===== src/design/seg_pkg.sv =====
package seg_pkg;

    localparam int num_digits       = 8;
    localparam int digit_w          = 4;
    localparam int word_w           = 32;
    localparam int seg_w            = 8;
    localparam int scan_div_default = 50000;

    // The same captured word is read as a binary number by the BCD converter
    // and as eight nibbles by the hex path and the scan mux.
    typedef union packed {
        logic [word_w-1:0]                  value;
        logic [num_digits-1:0][digit_w-1:0] digits;
    } display_word_t;

    // Segments a to g sit on bits 6 down to 0.
    function automatic logic [6:0] seg_pattern(input logic [digit_w-1:0] code);
        logic [6:0] pat;
        case (code)
            4'h0: pat = 7'b1111110;
            4'h1: pat = 7'b0110000;
            4'h2: pat = 7'b1101101;
            4'h3: pat = 7'b1111001;
            4'h4: pat = 7'b0110011;
            4'h5: pat = 7'b1011011;
            4'h6: pat = 7'b1011111;
            4'h7: pat = 7'b1110000;
            4'h8: pat = 7'b1111111;
            4'h9: pat = 7'b1111011;
            4'hA: pat = 7'b1110111;
            4'hB: pat = 7'b0011111;
            4'hC: pat = 7'b1001110;
            4'hD: pat = 7'b0111101;
            4'hE: pat = 7'b1001111;
            default: pat = 7'b1000111;
        endcase
        return pat;
    endfunction

endpackage

===== src/design/seg_display.sv =====
`timescale 1ns/100ps

module seg_display #(
    parameter int scan_div = seg_pkg::scan_div_default
) (
    input  logic                           clk,
    input  logic                           rst,
    input  logic [seg_pkg::word_w-1:0]     data,
    input  logic                           base,
    input  logic                           load,
    input  logic                           en,
    output logic [seg_pkg::num_digits-1:0] digit_en,
    output logic [seg_pkg::seg_w-1:0]      sseg,
    output logic [seg_pkg::seg_w-1:0]      sseg1,
    output logic                           busy
);
    import seg_pkg::*;

    display_word_t         shown_digits;
    logic [num_digits-1:0] scan_en;
    logic [digit_w-1:0]    scan_code;
    logic                  scan_upper;

    digit_source i_digit_source (
        .clk          (clk),
        .rst          (rst),
        .data         (data),
        .base         (base),
        .load         (load),
        .shown_digits (shown_digits),
        .busy         (busy)
    );

    scan_sequencer #(
        .scan_div (scan_div)
    ) i_scan_sequencer (
        .clk          (clk),
        .rst          (rst),
        .en           (en),
        .shown_digits (shown_digits),
        .scan_en      (scan_en),
        .scan_code    (scan_code),
        .scan_upper   (scan_upper)
    );

    segment_encoder i_segment_encoder (
        .clk        (clk),
        .rst        (rst),
        .scan_en    (scan_en),
        .scan_code  (scan_code),
        .scan_upper (scan_upper),
        .digit_en   (digit_en),
        .sseg       (sseg),
        .sseg1      (sseg1)
    );

endmodule


===== src/design/segment_encoder.sv =====
`timescale 1ns/100ps

module segment_encoder (
    input  logic                           clk,
    input  logic                           rst,
    input  logic [seg_pkg::num_digits-1:0] scan_en,
    input  logic [seg_pkg::digit_w-1:0]    scan_code,
    input  logic                           scan_upper,
    output logic [seg_pkg::num_digits-1:0] digit_en,
    output logic [seg_pkg::seg_w-1:0]      sseg,
    output logic [seg_pkg::seg_w-1:0]      sseg1
);
    import seg_pkg::*;

    logic [seg_w-1:0] pattern;
    logic             lit;

    // The decimal point stays dark.
    assign pattern = {1'b0, seg_pattern(scan_code)};

    assign lit = |scan_en;

    // Enables and both buses leave on the same edge.
    always_ff @(posedge clk or posedge rst) begin
        if (rst) begin
            digit_en <= '0;
            sseg     <= '0;
            sseg1    <= '0;
        end else begin
            digit_en <= scan_en;
            if (lit && !scan_upper) begin
                sseg <= pattern;
            end else begin
                sseg <= '0;
            end
            if (lit && scan_upper) begin
                sseg1 <= pattern;
            end else begin
                sseg1 <= '0;
            end
        end
    end

endmodule


===== src/design/scan_sequencer.sv =====
`timescale 1ns/100ps

module scan_sequencer #(
    parameter int scan_div = seg_pkg::scan_div_default
) (
    input  logic                           clk,
    input  logic                           rst,
    input  logic                           en,
    input  seg_pkg::display_word_t         shown_digits,
    output logic [seg_pkg::num_digits-1:0] scan_en,
    output logic [seg_pkg::digit_w-1:0]    scan_code,
    output logic                           scan_upper
);
    import seg_pkg::*;

    localparam int tick_w = (scan_div > 1) ? $clog2(scan_div) : 1;
    localparam int idx_w  = $clog2(num_digits);

    logic [tick_w-1:0] tick_cnt;
    logic              tick;
    logic [idx_w-1:0]  idx;

    assign tick = (tick_cnt == tick_w'(scan_div - 1));

    // One scan step every scan_div cycles.
    always_ff @(posedge clk or posedge rst) begin
        if (rst) begin
            tick_cnt <= '0;
            idx      <= '0;
        end else if (tick) begin
            tick_cnt <= '0;
            if (idx == idx_w'(num_digits - 1)) begin
                idx <= '0;
            end else begin
                idx <= idx + 1'b1;
            end
        end else begin
            tick_cnt <= tick_cnt + 1'b1;
        end
    end

    always_ff @(posedge clk or posedge rst) begin
        if (rst) begin
            scan_en    <= '0;
            scan_code  <= '0;
            scan_upper <= 1'b0;
        end else begin
            if (en) begin
                scan_en <= num_digits'(1) << idx;
            end else begin
                scan_en <= '0;
            end
            scan_code  <= shown_digits.digits[idx];
            // Digits 4 to 7 go out on the second segment bus.
            scan_upper <= (idx >= idx_w'(num_digits / 2));
        end
    end

endmodule


===== src/design/digit_source.sv =====
`timescale 1ns/100ps

module digit_source (
    input  logic                       clk,
    input  logic                       rst,
    input  logic [seg_pkg::word_w-1:0] data,
    input  logic                       base,
    input  logic                       load,
    output seg_pkg::display_word_t     shown_digits,
    output logic                       busy
);
    import seg_pkg::*;

    localparam int cnt_w = $clog2(word_w);

    display_word_t                      load_word;
    logic                               accept;
    logic                               last_shift;
    logic [cnt_w-1:0]                   shift_cnt;
    logic [word_w-1:0]                  bin_reg;
    logic [num_digits-1:0][digit_w-1:0] bcd_reg;
    logic [num_digits-1:0][digit_w-1:0] bcd_adj;
    logic [word_w-1:0]                  bcd_flat;
    logic [word_w-1:0]                  bcd_next;

    assign load_word.value = data;

    // A load is only taken while no conversion is running.
    assign accept = load & ~busy;

    assign last_shift = (shift_cnt == cnt_w'(word_w - 1));

    // Add three to every BCD nibble of five or more before the shift.
    always_comb begin
        for (int i = 0; i < num_digits; i++) begin
            if (bcd_reg[i] >= digit_w'(5)) begin
                bcd_adj[i] = bcd_reg[i] + digit_w'(3);
            end else begin
                bcd_adj[i] = bcd_reg[i];
            end
        end
    end

    assign bcd_flat = bcd_adj;

    // The top BCD bit falls off, which keeps the value modulo 10^8.
    assign bcd_next = {bcd_flat[word_w-2:0], bin_reg[word_w-1]};

    always_ff @(posedge clk or posedge rst) begin
        if (rst) begin
            busy         <= 1'b0;
            shift_cnt    <= '0;
            shown_digits <= '0;
        end else if (accept) begin
            shift_cnt <= '0;
            if (base) begin
                busy <= 1'b1;
            end else begin
                shown_digits.digits <= load_word.digits;
            end
        end else if (busy) begin
            shift_cnt <= shift_cnt + 1'b1;
            // The last shift result goes straight to the display.
            if (last_shift) begin
                busy                <= 1'b0;
                shown_digits.digits <= bcd_next;
            end
        end
    end

    always_ff @(posedge clk) begin
        if (accept) begin
            bin_reg <= load_word.value;
            bcd_reg <= '0;
        end else if (busy) begin
            bin_reg <= bin_reg << 1;
            bcd_reg <= bcd_next;
        end
    end

endmodule


===== config.mk =====
export PLATFORM = sky130hd
export DESIGN_NAME = seg_display
export DESIGN_NICKNAME = d
export VERILOG_FILES = /design/src/design/seg_pkg.sv /design/src/design/seg_display.sv /design/src/design/segment_encoder.sv /design/src/design/scan_sequencer.sv /design/src/design/digit_source.sv
export SDC_FILE = /design/constraint.sdc
export NUM_CORES = 1
export LEC_CHECK = 0
export BUFFER_PORTS_ARGS = -buffer_cell sky130_fd_sc_hd__buf_2
export CORE_MARGIN = 3
export CORE_UTILIZATION = 54
export CTS_CLUSTER_SIZE = 10
export DETAILED_ROUTE_END_ITERATION = 8
export PLACE_DENSITY = 0.79
export SYNTH_ARGS = -nofsm -noshare
export SYNTH_HDL_FRONTEND = slang
export SYNTH_SLANG_ARGS = --single-unit

===== constraint.sdc =====
create_clock -name clk -period 2.5 [get_ports clk]
set_clock_uncertainty 0.2 [all_clocks]
set_input_delay 0 -clock clk [delete_from_list [all_inputs] [get_ports clk]]
set_output_delay 0 -clock clk [all_outputs]
set_load 0.01 [all_outputs]

==> results of run 1 <==
[how the worst max path moves through the flow]
stage               cells after the start                              end                         from  slack, ns
floorplan                               4        i_digit_source.bin_reg[0]          i_digit_source.busy       0.33
global placement                        8   i_digit_source.shown_digits[9]  i_digit_source.shift_cnt[0]       0.44
detailed placement                      8  i_digit_source.shown_digits[17]  i_digit_source.shift_cnt[0]       0.34
CTS                                     8   i_digit_source.shown_digits[9]  i_digit_source.shift_cnt[0]       0.33
global route                            8  i_digit_source.shown_digits[26]  i_digit_source.shift_cnt[0]       0.18
finish                                  8   i_digit_source.shown_digits[9]  i_digit_source.shift_cnt[0]       0.32
[stage by stage]
stage	hold WS [ns]	setup slack, ns	instances
after floorplan	-0.0714	0.334	731
after global placement	-0.0932	0.444	946
after detailed placement	-0.0729	0.344	946
after CTS	0.0200	0.325	1014
after global routing	0.0738	0.177	1014
final	0.00406	0.321	1014
[power breakdown]
group          switching, mW  leakage (nW)  internal [mW]
Combinational           1.89          2.06           1.56
Sequential             0.555          1.83           3.51
Clock                   1.08         0.303           1.65
Total                   3.52          4.19           6.72
[cells by family after synthesis]
logic type / share of synthesized area (%)
AO/OA/AOI/OAI: 12.0
XOR/XNOR: 2.50
adder cells (fa/ha/maj): 5.44
buffers and inverters: 3.64
flip-flops: 53.1
multiplexers: 3.98
other: 0.0510
AND/OR/NAND/NOR: 19.3
[per-layer routing]
metal | wire, um | global-route usage, % | vias up
met5 | 0 | 0 | -
met4 | 383 | 10.0 | 0
met3 | 1090 | 5.25 | 39
met2 | 8950 | 42.1 | 231
met1 | 6840 | 28.8 | 2796
li1 | - | - | 2704
[placed cells by master (no fill, tap or decap), drive strengths merged, types with 4 or more instances in the layout]
cell type / synthesis / routed
a21boi: 7 / 7
a21o: 21 / 21
a21oi: 23 / 23
a221o: 16 / 16
a22o: 5 / 5
and2: 15 / 15
and3: 4 / 4
buf: 19 / 77
clkbuf: 19 / 23
clkinvlp: 0 / 4
dfrtp: 92 / 92
dfxtp: 32 / 32
dlygate4sd3: 0 / 36
edfxtp: 32 / 32
ha: 32 / 32
inv: 27 / 29
mux2i: 9 / 9
mux4: 8 / 8
nand2: 137 / 137
nand2b: 13 / 13
nand3: 15 / 15
nand4: 5 / 5
nor2: 55 / 55
nor2b: 5 / 5
nor3: 18 / 18
nor3b: 13 / 13
nor4: 4 / 4
o21ai: 51 / 51
o31ai: 8 / 8
or3b: 7 / 7
xnor2: 16 / 16
xor2: 5 / 5
[area by class of cell]
cell class | count | area share (%)
sequential | 156 | 44.1
multi-input combinational | 510 | 36.0
timing repair buffer | 113 | 9.06
clock buffer | 23 | 6.13
tap | 176 | 2.48
inverter | 27 | 1.19
clock inverter | 9 | 1.06
[worst min-delay path, stage by stage]
cell,delay (ns)
dlygate4sd3_1,0.53
buf_2,0.13
clkinvlp_4,0.44
==> out/metrics.cfg, run 1 <==
[outcome]
run_status=finished clean

[setup_path]
path_buf_inv=1
arrival_ns=2.29
r2r_start=i_digit_source.shift_cnt[0]
startpoint_type=register
reg2reg_to=i_digit_source.shown_digits[9]
slowest_delay_ns=0.40
end_kind=register
crit_required_ns=2.61
reg2reg_depth=8
critical_path_class=register to register
crit_family=compound AO/OA/AOI/OAI gates
worst_path_max_delay_cell=dfrtp_1
crit_fanout=41
crit_path_cell_trace=ha_1 > and3_1 > ha_1 > nand2_1 > o21a_1 > buf_12 > nor2_1 > a221o_1
crit_top_cell=ha_1
rrSetupSlack_ns=0.32

[synth]
yosysTopAreaCell=dfrtp_1
avgSynthCellArea_um2=10.1
async_flop_share_pct=59.0
synth_top_area_share_pct=31.3
post-synth-top-count-cell=nand2_1
synth_area_mm2=0.00736
synth_flop_cell=dfrtp_1
seq_area_frac_synth_pct=53.1
synth_area_leaders=dfrtp_1 31%, edfxtp_1 13%, dfxtp_1 8.7%
synth_cell_type_count=49
synth_edf_count=32
synth_seq_cells=156
synth_commonest_cells=137 x nand2_1, 92 x dfrtp_1, 55 x nor2_1, 50 x o21ai_0
synthCells=730
ys_warn_count=0

[placed_design]
postPlaceCellArea_mm2=0.00787
numPortBuffers=59
routabilityCongestion=0.829
hpwl_mm=11.5

[cells_and_area]
multi_input_area_mm2=0.00319
drive_above_1_share_pct=16.1
fillers=943
n_antenna_cell=0
fin_nets=894
fin_util_pct=66.7
final_area_mm2=0.00886
syn_to_final_growth_pct=20.5
register_area_mm2=0.00391

[clock_tree]
clkSinkCount=156
clk_path_buf_depth=2
cts_made_buffers=17
clk_latency_ns=0.43
h-tree-depth=4
cts_root_buffer=clkbuf_16
cts_tree=done
clk_pin_slew_worst_paths_ns=0.06
cts.repair.resized=0
hold_buffers=36
cts_setup_buffers=0

[sta]
fmax_mhz=459
relSlewSlack_pct=56.2
period_share_pct=87.2
worst_pin_slew_ns=0.656
hold_violations=0
period_minus_slack_ns=2.18
setup_viol=0
fin_tns_setup_ns=0
final_max_slew_viol_count=0
rsz0062_at_grt=false

[routing]
dr.pass1.iters=5
drc_errors=0
avgViaCountPerCell=5.69
drtIter0Drc=474
wl_per_cell_um=17.0
vias=5770
ant_nets=0
routed_wl_mm=17.3

[floorplan]
die_h_um=123
chipWidth_um=123
core_mm2=0.0133
rows=42
ios=62
start_util_pct=55.3
die-area_mm2=0.0151

[job]
drv_cap=0

[global_routing]
grt_pass1_vias=5789
grt_pass1_wl_mm=27.9
grt_max_degree=42
grt.total_usage_pct=24.1
overflow=0
antenna_found_initial=0

[power]
power_mw=10.2
peakVddDrop_mv=0.698
leakagePower_nw=4.19
p_per_area_mw_per_mm2=1160

[hold_path]
min_path_type=input port to async pin

Note: power is estimated with default switching activity, not from simulation.
==> run 2, diff against run 1 <==
--- a/config.mk
+++ b/config.mk
@@ -13,4 +13,6 @@
 export PLACE_DENSITY = 0.79
 export SYNTH_ARGS = -nofsm -noshare
 export SYNTH_HDL_FRONTEND = slang
+export SYNTH_HIERARCHICAL = 1
 export SYNTH_SLANG_ARGS = --single-unit
+export TNS_END_PERCENT = 10
==> run 2 against run 1 <==
Via count is 0.97% lower. Register-to-register slack worse by 0.02 ns. Synthesized area is 1.2% higher. Power is 1.7% higher. Die area is 1.1% higher. Sequential share of layout area hardly changed. Synthesized cell count is 1.6% lower. Worst hold slack better by 0.051 ns. Clock-buffer cell count stayed put. Flip-flop and latch count stayed put. Cell area hardly changed. Critical endpoint is now i_digit_source/shown_digits[4]. Highest routed layer unchanged.
==> out/metrics.cfg, run 2 <==
[sta]
relSlewSlack_pct=46.5  ; was 56.2%
final_max_slew_viol_count=0  ; unchanged
rsz0062_at_grt=false  ; unchanged
worst_pin_slew_ns=0.802  ; was 0.656 ns
fmax_mhz=455  ; was 459 MHz
fin_tns_setup_ns=0  ; unchanged
setup_viol=0  ; unchanged
hold_violations=0  ; unchanged
period_minus_slack_ns=2.20  ; was 2.18 ns
period_share_pct=88.0  ; was 87.2%

[routing]
routed_wl_mm=17.4  ; was 17.3 mm
ant_nets=0  ; unchanged
dr.pass1.iters=5  ; unchanged
vias=5714  ; was 5,770
drc_errors=0  ; unchanged
wl_per_cell_um=17.5  ; was 17.0 um
drtIter0Drc=493  ; was 474
avgViaCountPerCell=5.72  ; was 5.69

[synth]
yosysTopAreaCell=dfrtp_1  ; unchanged
synth_area_mm2=0.00744  ; was 0.00736 mm2
post-synth-top-count-cell=nand2_1  ; unchanged
synth_top_area_share_pct=30.9  ; was 31.3%
avgSynthCellArea_um2=10.4  ; was 10.1 um2
synth_area_leaders=dfrtp_1 31%, edfxtp_1 13%, dfxtp_1 8.6%  ; was dfrtp_1 31%, edfxtp_1 13%, dfxtp_1 8.7%
ys_warn_count=6  ; was 0
synth_cell_type_count=49  ; unchanged
synthCells=718  ; was 730
synth_edf_count=32  ; unchanged
seq_area_frac_synth_pct=52.4  ; was 53.1%
async_flop_share_pct=59.0  ; unchanged
synth_seq_cells=156  ; unchanged
synth_flop_cell=dfrtp_1  ; unchanged
synth_commonest_cells=128 x nand2_1, 92 x dfrtp_1, 53 x nor2_1, 39 x o21ai_0, 37 x inv_1  ; was 137 x nand2_1, 92 x dfrtp_1, 55 x nor2_1, 50 x o21ai_0

[clock_tree]
h-tree-depth=4  ; unchanged
clk_pin_slew_worst_paths_ns=0.06  ; about the same
clk_latency_ns=0.43  ; about the same
cts_root_buffer=clkbuf_16  ; unchanged
cts_tree=done  ; unchanged
clk_path_buf_depth=2  ; unchanged
cts_setup_buffers=0  ; unchanged
cts.repair.resized=0  ; unchanged
clkSinkCount=156  ; unchanged
cts_made_buffers=17  ; unchanged

[global_routing]
antenna_found_initial=0  ; unchanged
grt_max_degree=48  ; was 42
grt_pass1_vias=5871  ; was 5,789
overflow=0  ; unchanged
grt_pass1_wl_mm=28.6  ; was 27.9 mm
grt.total_usage_pct=24.2  ; was 24.1%

[placed_design]
numPortBuffers=59  ; unchanged
postPlaceCellArea_mm2=0.00789  ; was 0.00787 mm2
dp.cells=931  ; was 946
hpwl_mm=10.9  ; was 11.5 mm
routabilityCongestion=0.816  ; was 0.829

[cells_and_area]
final_common_cell=nand2_1  ; unchanged
layout_common_cells=128 x nand2_1, 91 x dfrtp_1, 59 x buf_2, 53 x nor2_1, 39 x o21ai_0  ; was 137 x nand2_1, 91 x dfrtp_1, 59 x buf_2, 55 x nor2_1, 50 x o21ai_0
final_cells=999  ; was 1,014
fin_util_pct=66.4  ; was 66.7%
n_antenna_cell=0  ; unchanged
drive_above_1_share_pct=16.3  ; was 16.1%
syn_to_final_growth_pct=19.0  ; was 20.5%
fin_nets=879  ; was 894
fillers=950  ; was 943
final_area_mm2=0.00886  ; about the same

[outcome]
run_status=finished clean  ; unchanged

[floorplan]
chipWidth_um=123  ; about the same
die-area_mm2=0.0152  ; was 0.0151 mm2
die_h_um=123  ; about the same
core_mm2=0.0133  ; about the same
ios=62  ; unchanged
start_util_pct=55.8  ; was 55.3%
rows=42  ; unchanged

[power]
power_mw=10.4  ; was 10.2 mW
p_per_area_mw_per_mm2=1180  ; was 1160 mW/mm2
peakVddDrop_mv=0.801  ; was 0.698 mV
leakagePower_nw=4.21  ; was 4.19 nW

[setup_path]
crit_required_ns=2.62  ; was 2.61 ns
startpoint_type=register  ; unchanged
end_kind=register  ; unchanged
crit_fanout=47  ; was 41
rrSetupSlack_ns=0.30  ; was 0.32 ns
arrival_ns=2.32  ; was 2.29 ns
critical_path_class=register to register  ; unchanged

[hold_path]
min_path_type=input port to async pin  ; unchanged

[job]
drv_cap=0  ; unchanged

## run 2: cell count changes after synthesis, moves of 7 or more
cell | before | now
a211oi_1 | 1 | 8
nand2_1 | 137 | 128
mux2i_1 | 9 | 18
o21ai_0 | 50 | 39
o31ai_1 | 8 | 1
or3b_2 | 7 | 0
a21oi_1 | 23 | 9
a21boi_0 | 7 | 0
nor3_1 | 18 | 35
nand3_1 | 15 | 7
mux2_2 | 2 | 10
inv_1 | 27 | 37
## run 2: logic make-up (layout without fill, tap and decap cells)
logic type	Yosys count	count (layout)	synth area share [%]
fa+ha+maj	32	32	5.38
buf+inv	73	177	4.45
compound gates	105	105	9.87
mux	37	37	6.66
xor+xnor	25	25	2.94
other cells	1	2	0.0504
simple gates	289	289	18.2
flops	156	156	52.4
## run 2: worst paths after layout
kind                                                   from                        endpoint  cells past startpoint
max in group asynchronous                               rst             i_digit_source/busy                      4
worst max-delay path            i_digit_source/shift_cnt[0]  i_digit_source/shown_digits[4]                      8
worst max register to register  i_digit_source/shift_cnt[0]  i_digit_source/shown_digits[4]                      8
worst min register to register  i_scan_sequencer/scan_en[1]   i_segment_encoder/digit_en[1]                      0
min in group clk                i_scan_sequencer/scan_en[1]   i_segment_encoder/digit_en[1]                      0
worst min-delay path                                    rst   i_scan_sequencer/scan_code[0]                      4
## run 2: timing repair
item                                    4_1_cts  5_1_grt
hold endpoints to repair                    151        0
endpoints found under the setup margin        0        0
hold buffers                                 36        0
## run 2: report_power, final
group,switching (mW),total [mW],internal [mW]
logic,2.00,3.65,1.65
registers,0.590,4.12,3.53
clock network,1.02,2.65,1.63
## run 2: through the flow
stage / setup slack [ns] / hold WS [ns]
after floorplan: 0.406 / -0.211
after global placement: 0.411 / -0.0743
after detailed placement: 0.301 / -0.0496
after CTS: 0.303 / 0.0694
final: 0.301 / 0.0555
after global routing: 0.177 / 0.103
## run 2: layer usage
metal / share of wire [%] / track usage, % / vias to the layer above
li1: - / - / 2641
met5: 0 / 0 / -
met4: 2.9 / 8.51 / 0
met3: 6.6 / 6.54 / 46
met2: 51 / 42.7 / 264
met1: 39 / 28.3 / 2763
## run 2: cell type report
class,instances,area (um2),area share [%]
Clock inverter,9,108,1.21
Multi-Input combinational cell,490,3220,36.3
Inverter,37,139,1.57
Timing Repair Buffer,108,766,8.64
Tap cell,176,220,2.48
Clock buffer,23,509,5.75
Sequential cell,156,3910,44.1
## run 2: critical path, stage by stage, from the launching register on
cell      delay [ns]
dfrtp_1         0.40
ha_1            0.23
and3_1          0.19
ha_1            0.18
nand2_1         0.09
o21a_1          0.17
buf_12          0.22
nor3_1          0.09
a211oi_1        0.28
